## config.mk

```make
export PLATFORM = sky130hd
export DESIGN_NAME = action_engine_top
export DESIGN_NICKNAME = d
export VERILOG_FILES = /design/src/common/action_pkg.sv /design/src/ctrl/ctrl_filter.sv /design/src/hw/page_table.sv /design/src/hw/page_lookup.sv /design/src/hw/phv_vlan_extract.sv /design/src/hw/action_engine_top.sv
export VERILOG_INCLUDE_DIRS = /design/src /design/src/common
export SDC_FILE = /design/constraint.sdc
export NUM_CORES = 1
export LEC_CHECK = 0
export ABC_CLOCK_PERIOD_IN_PS = 99500
export BUFFER_PORTS_ARGS = -buffer_cell sky130_fd_sc_hd__buf_2
export CORE_AREA = 2 2 737 739
export CTS_CLUSTER_SIZE = 20
export DETAILED_ROUTE_END_ITERATION = 16
export DIE_AREA = 0 0 739 741
export GPL_TIMING_DRIVEN = 0
export PLACE_DENSITY = 0.3
export SYNTH_ARGS = -nofsm -noshare
export SYNTH_HDL_FRONTEND = slang
export SYNTH_SLANG_ARGS = --single-unit
export TNS_END_PERCENT = 1
```

## constraint.sdc

```tcl
create_clock -name clk -period 99.5 [get_ports clk]
set_clock_uncertainty 0.05 [all_clocks]
set_input_delay 9.95 -clock clk [delete_from_list [all_inputs] [get_ports clk]]
set_output_delay 9.95 -clock clk [all_outputs]
set_load 0.1 [all_outputs]
```

## src/common/action_consts.svh

```systemverilog
`ifndef ACTION_CONSTS_SVH
`define ACTION_CONSTS_SVH

// control stream beat layout
`define CTRL_DATA_W     256
`define CTRL_USER_W     128
`define CTRL_KEEP_W     32

// fields of the second beat of a control packet
`define MOD_ID_LSB      112
`define CTRL_FLAG_LSB   64
`define CTRL_INDEX_LSB  128

// flag value of a table-write packet
`define CTRL_FLAG_VAL   16'hf2f1

// upper five bits of the module id select the stage, lower three the engine
`define STAGE_ID        5'd0
`define ACTION_ID       3'd3

// page table geometry
`define PAGE_DEPTH      32
`define PAGE_ADDR_W     5
`define PAGE_W          16

// vlan id and where the table address sits inside it
`define VLAN_W          12
`define VLAN_PAGE_LSB   4

// phv layout
`define PHV_W           1024
`define PHV_VLAN_LSB    129

`endif

```

## src/common/action_pkg.sv

```systemverilog
package action_pkg;

    `include "action_consts.svh"

    // one beat of the control stream, valid travels beside it
    typedef struct packed {
        logic [`CTRL_DATA_W-1:0] data;
        logic [`CTRL_KEEP_W-1:0] keep;
        logic [`CTRL_USER_W-1:0] user;
        logic                    last;
    } ctrl_beat_t;

    // one page table write
    typedef struct packed {
        logic                    en;
        logic [`PAGE_ADDR_W-1:0] addr;
        logic [`PAGE_W-1:0]      entry;
    } page_wr_t;

    // control filter states
    typedef enum logic [1:0] {
        CTRL_IDLE,
        CTRL_DECIDE,
        CTRL_FORWARD,
        CTRL_WRITE
    } ctrl_state_e;

    // lookup handshake states
    typedef enum logic {
        LOOKUP_IDLE,
        LOOKUP_READ
    } lookup_state_e;

    // vlan extraction states
    typedef enum logic {
        VLAN_IDLE,
        VLAN_HOLD
    } vlan_state_e;

endpackage

```

## src/ctrl/ctrl_filter.sv

```systemverilog
`timescale 1ns/1ps
`include "action_consts.svh"

module ctrl_filter (
    input  logic                    clk,
    input  logic                    rst_n,
    input  action_pkg::ctrl_beat_t  ctrl_in_i,
    input  logic                    ctrl_valid_i,
    output action_pkg::ctrl_beat_t  ctrl_out_o,
    output logic                    ctrl_valid_o,
    output action_pkg::page_wr_t    page_wr_o
);

    import action_pkg::*;

    ctrl_state_e             state_q;
    ctrl_state_e             state_d;
    ctrl_beat_t              held_q;
    logic                    load_held;
    logic                    emit;
    logic                    wr_fire;
    logic                    load_idx;

    logic [`PAGE_ADDR_W-1:0] wr_idx_q;
    logic                    wr_en_q;
    logic [`PAGE_ADDR_W-1:0] wr_addr_q;
    logic [`PAGE_W-1:0]      wr_entry_q;

    logic [7:0]              mod_id;
    logic [15:0]             ctrl_flag;
    logic                    is_cfg;

    // header fields, only meaningful on the second beat
    assign mod_id    = ctrl_in_i.data[`MOD_ID_LSB +: 8];
    assign ctrl_flag = ctrl_in_i.data[`CTRL_FLAG_LSB +: 16];
    assign is_cfg    = (mod_id[7:3] == `STAGE_ID) &&
                       (mod_id[2:0] == `ACTION_ID) &&
                       (ctrl_flag == `CTRL_FLAG_VAL);

    always_comb begin
        state_d   = state_q;
        load_held = 1'b0;
        emit      = 1'b0;
        wr_fire   = 1'b0;
        load_idx  = 1'b0;

        case (state_q)
            CTRL_IDLE: begin
                if (ctrl_valid_i) begin
                    load_held = 1'b1;
                    // single-beat packet goes straight out, no decode
                    state_d   = ctrl_in_i.last ? CTRL_FORWARD : CTRL_DECIDE;
                end
            end
            CTRL_DECIDE: begin
                if (ctrl_valid_i) begin
                    if (is_cfg) begin
                        // held beat one is dropped here
                        load_idx = 1'b1;
                        state_d  = ctrl_in_i.last ? CTRL_IDLE : CTRL_WRITE;
                    end else begin
                        emit      = 1'b1;
                        load_held = 1'b1;
                        state_d   = CTRL_FORWARD;
                    end
                end
            end
            CTRL_FORWARD: begin
                if (held_q.last) begin
                    emit = 1'b1;
                    if (ctrl_valid_i) begin
                        // back-to-back packet, this beat is its first
                        load_held = 1'b1;
                        state_d   = ctrl_in_i.last ? CTRL_FORWARD : CTRL_DECIDE;
                    end else begin
                        state_d = CTRL_IDLE;
                    end
                end else if (ctrl_valid_i) begin
                    emit      = 1'b1;
                    load_held = 1'b1;
                end
            end
            CTRL_WRITE: begin
                if (ctrl_valid_i) begin
                    wr_fire = 1'b1;
                    if (ctrl_in_i.last) begin
                        state_d = CTRL_IDLE;
                    end
                end
            end
            default: begin
                state_d = CTRL_IDLE;
            end
        endcase
    end

    always_ff @(posedge clk or negedge rst_n) begin
        if (!rst_n) begin
            state_q      <= CTRL_IDLE;
            ctrl_valid_o <= 1'b0;
            wr_en_q      <= 1'b0;
            wr_idx_q     <= '0;
        end else begin
            state_q      <= state_d;
            ctrl_valid_o <= emit;
            wr_en_q      <= wr_fire;
            if (load_idx) begin
                wr_idx_q <= ctrl_in_i.data[`CTRL_INDEX_LSB +: `PAGE_ADDR_W];
            end else if (wr_fire) begin
                // wraps at the table size
                wr_idx_q <= wr_idx_q + 1'b1;
            end
        end
    end

    always_ff @(posedge clk) begin
        if (load_held) begin
            held_q <= ctrl_in_i;
        end
        if (emit) begin
            ctrl_out_o <= held_q;
        end
        if (wr_fire) begin
            wr_addr_q  <= wr_idx_q;
            // byte 0 is the high byte of the entry
            wr_entry_q <= {ctrl_in_i.data[7:0], ctrl_in_i.data[15:8]};
        end
    end

    assign page_wr_o.en    = wr_en_q;
    assign page_wr_o.addr  = wr_addr_q;
    assign page_wr_o.entry = wr_entry_q;

    // a packet is either forwarded or consumed, never both at once
    a_no_emit_and_write: assert property (
        @(posedge clk) disable iff (!rst_n)
        !(ctrl_valid_o && page_wr_o.en)
    );

endmodule

```

## src/hw/page_table.sv

```systemverilog
`timescale 1ns/1ps
`include "action_consts.svh"

module page_table (
    input  logic                    clk,
    input  action_pkg::page_wr_t    wr_i,
    input  logic [`PAGE_ADDR_W-1:0] rd_addr_i,
    output logic [`PAGE_W-1:0]      rd_data_o
);

    logic [`PAGE_W-1:0] mem [`PAGE_DEPTH];

    // write port
    always_ff @(posedge clk) begin
        if (wr_i.en) begin
            mem[wr_i.addr] <= wr_i.entry;
        end
    end

    // registered read, old data on a same-address collision
    always_ff @(posedge clk) begin
        rd_data_o <= mem[rd_addr_i];
    end

endmodule

```

## src/hw/page_lookup.sv

```systemverilog
`timescale 1ns/1ps
`include "action_consts.svh"

module page_lookup (
    input  logic                 clk,
    input  logic                 rst_n,
    input  action_pkg::page_wr_t page_wr_i,
    input  logic [`VLAN_W-1:0]   vlan_id_i,
    input  logic                 vlan_valid_i,
    output logic                 vlan_ready_o,
    output logic [`PAGE_W-1:0]   page_entry_o,
    output logic                 page_valid_o
);

    import action_pkg::*;

    lookup_state_e           state_q;
    logic [`PAGE_ADDR_W-1:0] addr_q;
    logic                    accept;

    assign vlan_ready_o = (state_q == LOOKUP_IDLE);
    assign accept       = vlan_valid_i && vlan_ready_o;

    always_ff @(posedge clk or negedge rst_n) begin
        if (!rst_n) begin
            state_q      <= LOOKUP_IDLE;
            page_valid_o <= 1'b0;
        end else begin
            page_valid_o <= 1'b0;
            case (state_q)
                LOOKUP_IDLE: begin
                    if (accept) begin
                        state_q <= LOOKUP_READ;
                    end
                end
                LOOKUP_READ: begin
                    // read data lands on this edge too
                    page_valid_o <= 1'b1;
                    state_q      <= LOOKUP_IDLE;
                end
                default: begin
                    state_q <= LOOKUP_IDLE;
                end
            endcase
        end
    end

    // address stays put so the entry holds after the pulse
    always_ff @(posedge clk) begin
        if (accept) begin
            addr_q <= vlan_id_i[`VLAN_PAGE_LSB +: `PAGE_ADDR_W];
        end
    end

    page_table u_page_table (
        .clk       (clk),
        .wr_i      (page_wr_i),
        .rd_addr_i (addr_q),
        .rd_data_o (page_entry_o)
    );

    a_page_valid_pulse: assert property (
        @(posedge clk) disable iff (!rst_n)
        page_valid_o |=> !page_valid_o
    );

endmodule

```

## src/hw/phv_vlan_extract.sv

```systemverilog
`timescale 1ns/1ps
`include "action_consts.svh"

module phv_vlan_extract (
    input  logic               clk,
    input  logic               rst_n,
    input  logic [`PHV_W-1:0]  phv_i,
    input  logic               phv_valid_i,
    output logic [`VLAN_W-1:0] vlan_o,
    output logic               vlan_out_valid_o,
    input  logic               vlan_out_ready_i
);

    import action_pkg::*;

    vlan_state_e state_q;
    logic        capture;

    // later phvs are dropped while one vlan is pending
    assign capture = (state_q == VLAN_IDLE) && phv_valid_i;

    always_ff @(posedge clk or negedge rst_n) begin
        if (!rst_n) begin
            state_q          <= VLAN_IDLE;
            vlan_out_valid_o <= 1'b0;
        end else begin
            vlan_out_valid_o <= 1'b0;
            case (state_q)
                VLAN_IDLE: begin
                    if (capture) begin
                        state_q <= VLAN_HOLD;
                    end
                end
                VLAN_HOLD: begin
                    if (vlan_out_ready_i) begin
                        vlan_out_valid_o <= 1'b1;
                        state_q          <= VLAN_IDLE;
                    end
                end
                default: begin
                    state_q <= VLAN_IDLE;
                end
            endcase
        end
    end

    always_ff @(posedge clk) begin
        if (capture) begin
            vlan_o <= phv_i[`PHV_VLAN_LSB +: `VLAN_W];
        end
    end

    a_vlan_valid_pulse: assert property (
        @(posedge clk) disable iff (!rst_n)
        vlan_out_valid_o |=> !vlan_out_valid_o
    );

endmodule

```

## src/hw/action_engine_top.sv

```systemverilog
`timescale 1ns/1ps
`include "action_consts.svh"

module action_engine_top (
    input  logic                   clk,
    input  logic                   rst_n,

    // control stream
    input  action_pkg::ctrl_beat_t ctrl_in_i,
    input  logic                   ctrl_valid_i,
    output action_pkg::ctrl_beat_t ctrl_out_o,
    output logic                   ctrl_valid_o,

    // vlan to page lookup
    input  logic [`VLAN_W-1:0]     vlan_id_i,
    input  logic                   vlan_valid_i,
    output logic                   vlan_ready_o,
    output logic [`PAGE_W-1:0]     page_entry_o,
    output logic                   page_valid_o,

    // phv side
    input  logic [`PHV_W-1:0]      phv_i,
    input  logic                   phv_valid_i,
    output logic [`VLAN_W-1:0]     vlan_o,
    output logic                   vlan_out_valid_o,
    input  logic                   vlan_out_ready_i
);

    import action_pkg::*;

    // table writes from the config decoder
    page_wr_t page_wr;

    ctrl_filter u_ctrl_filter (
        .clk          (clk),
        .rst_n        (rst_n),
        .ctrl_in_i    (ctrl_in_i),
        .ctrl_valid_i (ctrl_valid_i),
        .ctrl_out_o   (ctrl_out_o),
        .ctrl_valid_o (ctrl_valid_o),
        .page_wr_o    (page_wr)
    );

    page_lookup u_page_lookup (
        .clk          (clk),
        .rst_n        (rst_n),
        .page_wr_i    (page_wr),
        .vlan_id_i    (vlan_id_i),
        .vlan_valid_i (vlan_valid_i),
        .vlan_ready_o (vlan_ready_o),
        .page_entry_o (page_entry_o),
        .page_valid_o (page_valid_o)
    );

    phv_vlan_extract u_phv_vlan_extract (
        .clk              (clk),
        .rst_n            (rst_n),
        .phv_i            (phv_i),
        .phv_valid_i      (phv_valid_i),
        .vlan_o           (vlan_o),
        .vlan_out_valid_o (vlan_out_valid_o),
        .vlan_out_ready_i (vlan_out_ready_i)
    );

endmodule

```

==> flow_summary.ini, run 1 <==
[yosys]
ys_seq_elements = 1413
async_flop_share_pct = 0.920
syn_nets = 3555
synthesis.area_sq_um = 47500
synth_flop_cell = edfxtp_1
yosysSeqAreaShare_pct = 88.9
synth.avg_cell_area_sq_um = 22.7
ys_warn_count = 0
syn-instance-count = 2089
synth_edf_count = 1384
synth.distinct_cells = 45

[sta]
max_slew_margin_pct = 17.0
finalSetupViolCount = 0
maxSlewViolCount = 0
rsz0062_at_grt = no
finalHoldViolations = 0
worst_slew_pin_slew_ns = 1.24
max_freq_mhz = 76.4
min_period_ns = 13.09
min_period_over_period_pct = 13.2
tns_ns = 0

[placed_design]
gp_congestion = 0.853
port_buffers = 888
hpwlAfterDp_mm = 174
placed_cells = 10300

[clock_tree]
clock_sinks = 1413
holdBufCountCts = 0
insertion_delay_ns = 0.92
h-tree-depth = 4
cts_buffers = 188
clk_pin_slew_worst_paths_ns = 0.06
cts_root_buf = clkbuf_16
cts_resized = 0
cts_setup_buffers = 0
cts_tree = built
cts.path.max_buffers = 4

[floorplan]
placementRows = 270
core_sq_um = 540000
initial_utilization_pct = 8.80
dieArea_sq_um = 548000
ios = 1908
die_y_um = 741
die_w_um = 739

[cells_and_area]
final_cells = 10700
nNetsFinal = 4748
fillers = 60200
drive_gt1_share_pct = 40.2
multi_input_area_sq_um = 4880
area_growth_pct = 46.0
seqCellArea_sq_um = 42200

[worst_setup_path]
cp-end-kind = flop
required_ns = 100.01
critical_path.max_fanout = 24
crit_type = in -> reg
worstSetupStartpointType = input port
critPathArrivalTime_ns = 13.60

[global_route]
grt_pass1_vias = 27500
grt_pass1_wl_mm = 277
grt_use_total_pct = 7.63
antenna_found_initial = 148
grt_remaining_overflow = 0
grt_max_degree = 33

[flow_run]
maxCapViolCount = 0

[route]
drc = 0
drtAntennaViolNets = 0
drt-pass1-iter-count = 4
wire_per_inst_um = 20.2
wl_met1_mm = 70.8
vias_per_cell = 2.36
wl_met2_mm = 116
drt_wl_total_mm = 216
met3_length_mm = 21.3
topRoutingLayerUsed = met5
drtIter0Drc = 1511
vias = 25200

[power_and_ir_drop]
p_per_area_nw_per_um2 = 32.2
leakage_uw = 0.0230
peakVddDrop_mv = 0.0198

[worst_hold_path]
hold_class = reg -> reg

[status]
status = complete, no violations
[critical path, cell delays in order]
cell and delay [ns]:
buf_2 0.18, and4bb_2 0.24, nand4_1 0.18, or2_4 0.21
nand3_1 0.13, a21boi_4 0.40, buf_12 0.25, buf_12 0.20
buf_12 0.20, buf_16 0.18, buf_16 0.17, buf_12 0.19
buf_16 0.18, buf_12 0.19, buf_12 0.21, buf_12 0.21
buf_16 0.19
[worst paths after layout]
| check | start | to | slack [ns] | depth (start not counted) |
|---|---|---|---|---|
| max | ctrl_in_i[236] | u_ctrl_filter.ctrl_out_o[288]$_DFFE_PP_ | 86.41 | 17 |
| min | u_page_lookup.state_q$_DFF_PN0_ | u_page_lookup.page_valid_o$_DFF_PN0_ | 0.28 | 0 |
| max reg2reg | u_ctrl_filter.state_q[0]$_DFFE_PN0P_ | u_ctrl_filter.ctrl_out_o[288]$_DFFE_PP_ | 95.40 | 15 |
| min reg2reg | u_page_lookup.state_q$_DFF_PN0_ | u_page_lookup.page_valid_o$_DFF_PN0_ | 0.28 | 0 |
| max in group asynchronous | rst_n | u_ctrl_filter.wr_idx_q[1]$_DFFE_PN0P_ | 89.83 | 1 |
| min in group asynchronous | rst_n | u_page_lookup.page_valid_o$_DFF_PN0_ | 8.99 | 1 |
[registers in the layout (all words and copies together), names as in the netlist]
signal / cells
u_phv_vlan_extract.vlan_o: 12
u_phv_vlan_extract.state_q: 1
u_page_lookup.addr_q: 5
u_ctrl_filter.held_q: 417
u_ctrl_filter.wr_addr_q: 5
u_ctrl_filter.ctrl_out_o: 417
u_ctrl_filter.wr_entry_q: 16
u_page_lookup.page_valid_o: 1
u_page_lookup.u_page_table.mem: 512
u_phv_vlan_extract.vlan_out_valid_o: 1
u_ctrl_filter.wr_en_q: 1
u_ctrl_filter.ctrl_valid_o: 1
u_ctrl_filter.wr_idx_q: 5
u_page_lookup.state_q: 1
u_page_lookup.u_page_table.rd_data_o: 16
u_ctrl_filter.state_q: 2
[synth_stat cells, types with 11 or more instances]
master    count  area share (%)
a21oi_1      34            0.36
a22o_1       32            0.59
a22oi_1      64             1.0
a31oi_1      16            0.21
buf_2        22            0.23
buf_4        15            0.24
buf_6        11            0.26
clkbuf_1     14            0.11
dfrtp_1      13            0.69
dfxtp_1      16            0.67
edfxtp_1   1384              88
mux2i_1     256             5.4
nand2_1      37            0.29
nand3_1      36            0.38
nand4_1      19            0.25
nor2_1       38            0.30
nor3_1       17            0.18
[cells by family (layout without fill, tap and decap cells)]
kind of cell | after synthesis | in the layout | share of synthesized area [%]
buffers and inverters | 74 | 1417 | 1.03
XOR/XNOR | 4 | 4 | 0.0738
AO/OA/AOI/OAI | 153 | 153 | 2.28
AND/OR/NAND/NOR | 176 | 176 | 1.96
flip-flops | 1413 | 1413 | 88.9
adder cells (fa/ha/maj) | 7 | 7 | 0.184
other | 0 | 31 | 0
multiplexers | 262 | 262 | 5.58
[report_power, final]
group / switching [uW] / internal, uW
clock: 287 / 405
combinational: 572 / 95.1
sequential: 59.5 / 813
total: 919 / 1310
[stage by stage]
| stage | utilization (%) | hold WS (ns) | setup WS (ns) | area, sq um | power [uW] |
|---|---|---|---|---|---|
| detailed placement | 11.7 | 0.355 | 85.31 | 62900 | 1570 |
| floorplan | - | 0.324 | 56.01 | 47500 | 1500 |
| finish | 12.8 | 0.277 | 86.41 | 69300 | 2230 |
| CTS | 12.8 | 0.270 | 86.29 | 69200 | 2290 |
| global route | 12.8 | 0.295 | 86.08 | 69300 | 2320 |
| global placement | 11.3 | 0.350 | 29.53 | 60900 | 1850 |
[layout make-up]
class / instances / share of cell area [%]
Inverter: 7 / 0.0379
Buffer: 67 / 0.668
Tap cell: 7208 / 13.0
Sequential cell: 1413 / 60.9
Timing Repair Buffer: 1003 / 9.26
Multi-Input combinational cell: 602 / 7.04
Antenna cell: 31 / 0.112
Clock buffer: 227 / 7.09
Clock inverter: 113 / 1.91
[per-layer routing]
metal,GRT usage [%],vias up
li1,-,10900
met1,7.24,12700
met2,14.6,1079
met5,0,-
met4,2.42,100
met3,3.35,409
[placed cells by master, fill, tap and decap left out, drive strengths merged, types with 17 or more instances in the layout]
cell type / count
a21oi: 34
edfxtp: 1384
buf: 1056
nand2: 37
mux2i: 256
clkbuf: 241
a22o: 32
diode: 31
nor2: 40
inv: 25
clkinv: 69
a22oi: 64
bufinv: 19
nand4: 20
nand3: 36
nor3: 17
Power figures use the tool's default switching activity.
==> run 2: changes to the inputs <==
- ABC_CLOCK_PERIOD_IN_PS: 99500 -> 11800
- CORE_AREA: 2 2 737 739 -> 2 2 742 744
- DIE_AREA: 0 0 739 741 -> 0 0 744 746
- clock period: 99.5 -> 11.8 ns (I/O delays scaled with it)
==> run 2 against run 1 <==
  * Flip-flop and latch count unchanged
  * Count of clock-buffer cells in the layout is 9 higher
  * Non-clock buffer count down 21
  * Critical path type unchanged
==> flow_summary.ini, run 2 (same netlist as run 1, synthesis figures left out) <==
[clock_tree]
cts_root_buf = clkbuf_16
clk_pin_slew_worst_paths_ns = 0.05
cts_tree = built
cts_buffers = 188
h-tree-depth = 4
clock_sinks = 1413
cts_setup_buffers = 0
holdBufCountCts = 0
cts.path.max_buffers = 4
cts_resized = 0
insertion_delay_ns = 0.90

[route]
drtIter0Drc = 1558
drtAntennaViolNets = 0
vias_per_cell = 2.34
drt_wl_total_mm = 213
wire_per_inst_um = 20.0
vias = 25000
drt-pass1-iter-count = 5
drc = 0

[sta]
tns_ns = 0
min_period_ns = 4.23
finalHoldViolations = 0
rsz0062_at_grt = no
worst_slew_pin_slew_ns = 1.32
max_freq_mhz = 236
worst_slack_ns = 7.57
min_period_over_period_pct = 35.8
finalSetupViolCount = 0
max_slew_margin_pct = 11.9
maxSlewViolCount = 0

[cells_and_area]
fillers = 61300
top_regs = u_page_lookup.u_page_table.mem x512, u_ctrl_filter.ctrl_out_o x417, u_ctrl_filter.held_q x417
multi_input_area_sq_um = 4900
nNetsFinal = 4727
area_growth_pct = 45.3
final_cell_mix = edfxtp_1 (1384), buf_2 (910), mux2i_1 (256)
regMostFlops = u_page_lookup.u_page_table.mem
seqCellArea_sq_um = 42200
largest_reg_flops = 512
layout_commonest_cell = edfxtp_1
fin_util_pct = 12.6
drive_gt1_share_pct = 39.4

[global_route]
grt_remaining_overflow = 0
grt_max_degree = 33
grt_use_total_pct = 7.43
antenna_found_initial = 135
grt_pass1_vias = 26900
grt_pass1_wl_mm = 273

[worst_setup_path]
worstSetupStartpointType = input port
critPathArrivalTime_ns = 4.73
critical_path.max_fanout = 18
path_cells = buf_2, and4bb_2, nand4_1, or2_4, a211oi_4, nor3b_4, buf_16, buf_16, buf_8, buf_8, buf_8, buf_16, buf_8, buf_8, buf_8
cpPeakStageDelay_ns = 0.63
required_ns = 12.30
crit_type = in -> reg
cp-end-kind = flop
crit_top_cell = buf_8
r2r_cells = 13
cp_slowest_cell = nor3b_4

[status]
status = complete, no violations

[power_and_ir_drop]
p_per_area_nw_per_um2 = 269
peakVddDrop_mv = 0.172
leakage_uw = 0.0228
finalPower_uw = 18500

[floorplan]
core_sq_um = 547000
dieArea_sq_um = 555000
ios = 1908
die_w_um = 744
die_y_um = 746
placementRows = 272
initial_utilization_pct = 8.68

[placed_design]
hpwlAfterDp_mm = 170
dpl_worst_slack_ns = 6.52
port_buffers = 888
gp_congestion = 0.836

[worst_hold_path]
hold_class = in -> async

[flow_run]
maxCapViolCount = 0
==> run 2: through the flow <==
stage / hold WS [ns] / area (sq um) / cells
floorplan: 0.324 / 47500 / 2089
global placement: 0.350 / 61000 / 10200
detailed placement: 0.355 / 63000 / 10300
CTS: 0.197 / 68900 / 10700
global route: 0.216 / 68900 / 10700
finish: 0.274 / 69000 / 10700
==> run 2: worst paths after layout <==
kind | to | startpoint | slack (ns)
setup / recovery | u_ctrl_filter.held_q[103]$_DFFE_PP_ | ctrl_in_i[235] | 7.57
hold / removal | u_page_lookup.state_q$_DFF_PN0_ | rst_n | 0.27
setup reg to reg | u_ctrl_filter.held_q[103]$_DFFE_PP_ | u_ctrl_filter.state_q[1]$_DFFE_PN0P_ | 8.11
hold reg to reg | u_ctrl_filter.ctrl_out_o[105]$_DFFE_PP_ | u_ctrl_filter.held_q[105]$_DFFE_PP_ | 0.34
max in group asynchronous | u_ctrl_filter.ctrl_valid_o$_DFF_PN0_ | rst_n | 10.89
min in group clk | u_ctrl_filter.ctrl_out_o[105]$_DFFE_PP_ | u_ctrl_filter.held_q[105]$_DFFE_PP_ | 0.34
==> run 2: power breakdown <==
part | internal, uW | total [uW] | switching [uW]
logic | 821 | 5660 | 4830
clock network | 3190 | 5550 | 2360
registers | 6850 | 7350 | 493
total | 10900 | 18500 | 7690
==> run 2: critical path: cells and delay by family <==
kind	cells	cell delay (ns)
buffers and inverters	10	2.02
and+or+nand+nor	4	1.34
AOI/OAI and AO/OA	1	0.08
==> run 2: layout make-up <==
| class | count | share of cell area, % |
|---|---|---|
| plain buffers | 67 | 0.671 |
| diodes | 23 | 0.0834 |
| repair buffers | 982 | 9.23 |
| flip-flops and latches | 1413 | 61.2 |
| inverters | 7 | 0.0381 |
| clock buffers | 236 | 7.13 |
| multi-input cells | 602 | 7.10 |
| clock inverters | 101 | 1.40 |
| well taps | 7261 | 13.2 |
==> run 2: metal layers <==
metal | vias up | part of all wire [%] | GRT usage (%)
li1 | 10900 | - | -
met1 | 12700 | 32 | 6.95
met2 | 1024 | 54 | 14.2
met3 | 367 | 10 | 3.57
met4 | 94 | 3.0 | 2.03
met5 | - | 0.29 | 0
==> run 3: changes to the inputs <==
- ABC_CLOCK_PERIOD_IN_PS: 11800 -> 4000
- CORE_AREA: 2 2 742 744 -> 2 2 745 747
- DIE_AREA: 0 0 744 746 -> 0 0 747 749
- clock period: 11.8 -> 4 ns (I/O delays scaled with it)
==> run 3 against run 2 <==
  * Register-to-register slack lost 7.7 ns
  * Via count is 6.4% higher
  * Non-clock buffer count rose by 444
==> flow_summary.ini, run 3 (same netlist as run 1, synthesis figures left out) <==
[floorplan]
ios = 1908
dieArea_sq_um = 560000
die_y_um = 749
initial_utilization_pct = 8.61
die_w_um = 747
core_sq_um = 551000
placementRows = 273

[placed_design]
port_buffers = 888
placed_cells = 10400
gp_congestion = 0.858
hpwlAfterDp_mm = 178

[worst_setup_path]
critPathArrivalTime_ns = 4.32
crit_type = in -> reg
critical_path.max_fanout = 23
r2r_cells = 14
rrSetupSlack_ns = 0.40
reg2reg_from = u_ctrl_filter.state_q[0]$_DFFE_PN0P_
required_ns = 4.54
cp-end-kind = flop
regToRegEndpoint = u_ctrl_filter.ctrl_out_o[103]$_DFFE_PP_
startpoint = ctrl_in_i[234]
worstSetupStartpointType = input port

[clock_tree]
clock_sinks = 1413
cts_buffers = 188
insertion_delay_ns = 0.93
h-tree-depth = 4
cts_root_buf = clkbuf_16
clk_pin_slew_worst_paths_ns = 0.06
cts_resized = 0
cts.path.max_buffers = 4
cts_tree = built

[route]
drt_wl_total_mm = 221
drtAntennaViolNets = 0
vias_per_cell = 2.37
vias = 26600
drtIter0Drc = 1499
drc = 0
drt-pass1-iter-count = 7
wire_per_inst_um = 19.7

[power_and_ir_drop]
pwr-share-comb_pct = 30.8
swShare_pct = 41.4
p_per_area_nw_per_um2 = 755
p_switching_uw = 23100
clkPwrFrac_pct = 30.1
sequentialPowerShare_pct = 39.1
intPower_uw = 32600
leakage_uw = 0.0248
peakVddDrop_mv = 0.608
finalPower_uw = 55700

[cells_and_area]
final_cell_mix = edfxtp_1 (1384), buf_2 (910), dlygate4sd3_1 (439)
top_regs = u_page_lookup.u_page_table.mem x512, u_ctrl_filter.ctrl_out_o x417, u_ctrl_filter.held_q x417
largest_reg_flops = 512
final_cells = 11200
nNetsFinal = 5171
layout_commonest_cell = edfxtp_1
drive_gt1_share_pct = 35.4
area_growth_pct = 55.6
regMostFlops = u_page_lookup.u_page_table.mem

[global_route]
grt_pass1_vias = 29100
grt_use_total_pct = 7.62
grt_pass1_wl_mm = 283
grt_remaining_overflow = 0
grt_max_degree = 33
antenna_found_initial = 133

[worst_hold_path]
hold_class = in -> async

[status]
status = complete, no violations

[sta]
tns_ns = 0
max_slew_margin_pct = 10.5
rsz0062_at_grt = no
min_period_over_period_pct = 94.5
min_period_ns = 3.78
maxSlewViolCount = 0
worst_slew_pin_slew_ns = 1.34
finalSetupViolCount = 0
finalHoldViolations = 0
max_freq_mhz = 264

[flow_run]
maxCapViolCount = 0
==> run 3: cell type report <==
class,instances,area (sq um)
Buffer,67,463
Sequential cell,1413,42200
Antenna cell,68,170
Tap cell,7287,9120
Clock buffer,227,4900
Inverter,7,26.3
Multi-Input combinational cell,602,4900
Clock inverter,118,1170
Fill cell,61500,477000
Timing Repair Buffer,1426,10900
==> run 3: worst max path at each step <==
stage                                                    to  slack [ns]  depth (start not counted)
global placement        u_ctrl_filter.held_q[103]$_DFFE_PP_      -17.53                          6
floorplan                 u_ctrl_filter.held_q[0]$_DFFE_PP_       -7.96                          5
CTS                 u_ctrl_filter.ctrl_out_o[100]$_DFFE_PP_        0.01                         17
detailed placement  u_ctrl_filter.ctrl_out_o[103]$_DFFE_PP_       -0.35                         16
finish              u_ctrl_filter.ctrl_out_o[103]$_DFFE_PP_        0.22                         17
global route        u_ctrl_filter.ctrl_out_o[100]$_DFFE_PP_        0.09                         17
==> run 3: metrics by stage <==
step	hold slack [ns]	area, sq um	utilization (%)	setup slack (ns)
6_report	0.0496	73900	13.4	0.218
5_1_grt	0.0222	73800	13.4	0.0904
4_1_cts	0.0234	73600	13.4	0.0128
3_5_place_dp	0.355	63200	11.5	-0.347
3_3_place_gp	0.350	61100	11.1	-17.53
2_1_floorplan	0.0544	47500	-	-7.96
==> run 3: worst max-delay path, cell delays in order <==
cell,delay [ns]
dlygate4sd3_1,0.64
buf_2,0.22
and4bb_2,0.23
nand4_1,0.17
or2_4,0.22
nand3_1,0.13
a21boi_4,0.22
buf_12,0.21
buf_12,0.20
buf_16,0.19
buf_12,0.19
buf_16,0.18
buf_12,0.19
buf_12,0.20
buf_12,0.20
buf_16,0.19
buf_16,0.17
==> run 3: what timing repair did <==
| item | CTS | global route |
|---|---|---|
| buffers inserted | 0 | 1 |
| setup endpoints to repair | 0 | 18 |
| hold buffers | 439 | 0 |
| hold endpoints to repair | 481 | 0 |
==> run 3: power by group through the flow <==
stage	clock (uW)	combinational [uW]	sequential, uW
after floorplan	0	1270	27600
after global placement	0	6790	19600
after detailed placement	0	17100	22300
after CTS	17600	17500	22000
after global routing	18100	17800	22100
final	16800	17200	21800
==> run 3: metal layers <==
metal | global-route usage, % | routed length (um)
met1 | 7.04 | 71300
met2 | 14.9 | 121000
met3 | 3.21 | 19800
met4 | 2.46 | 8120
met5 | 0 | 646
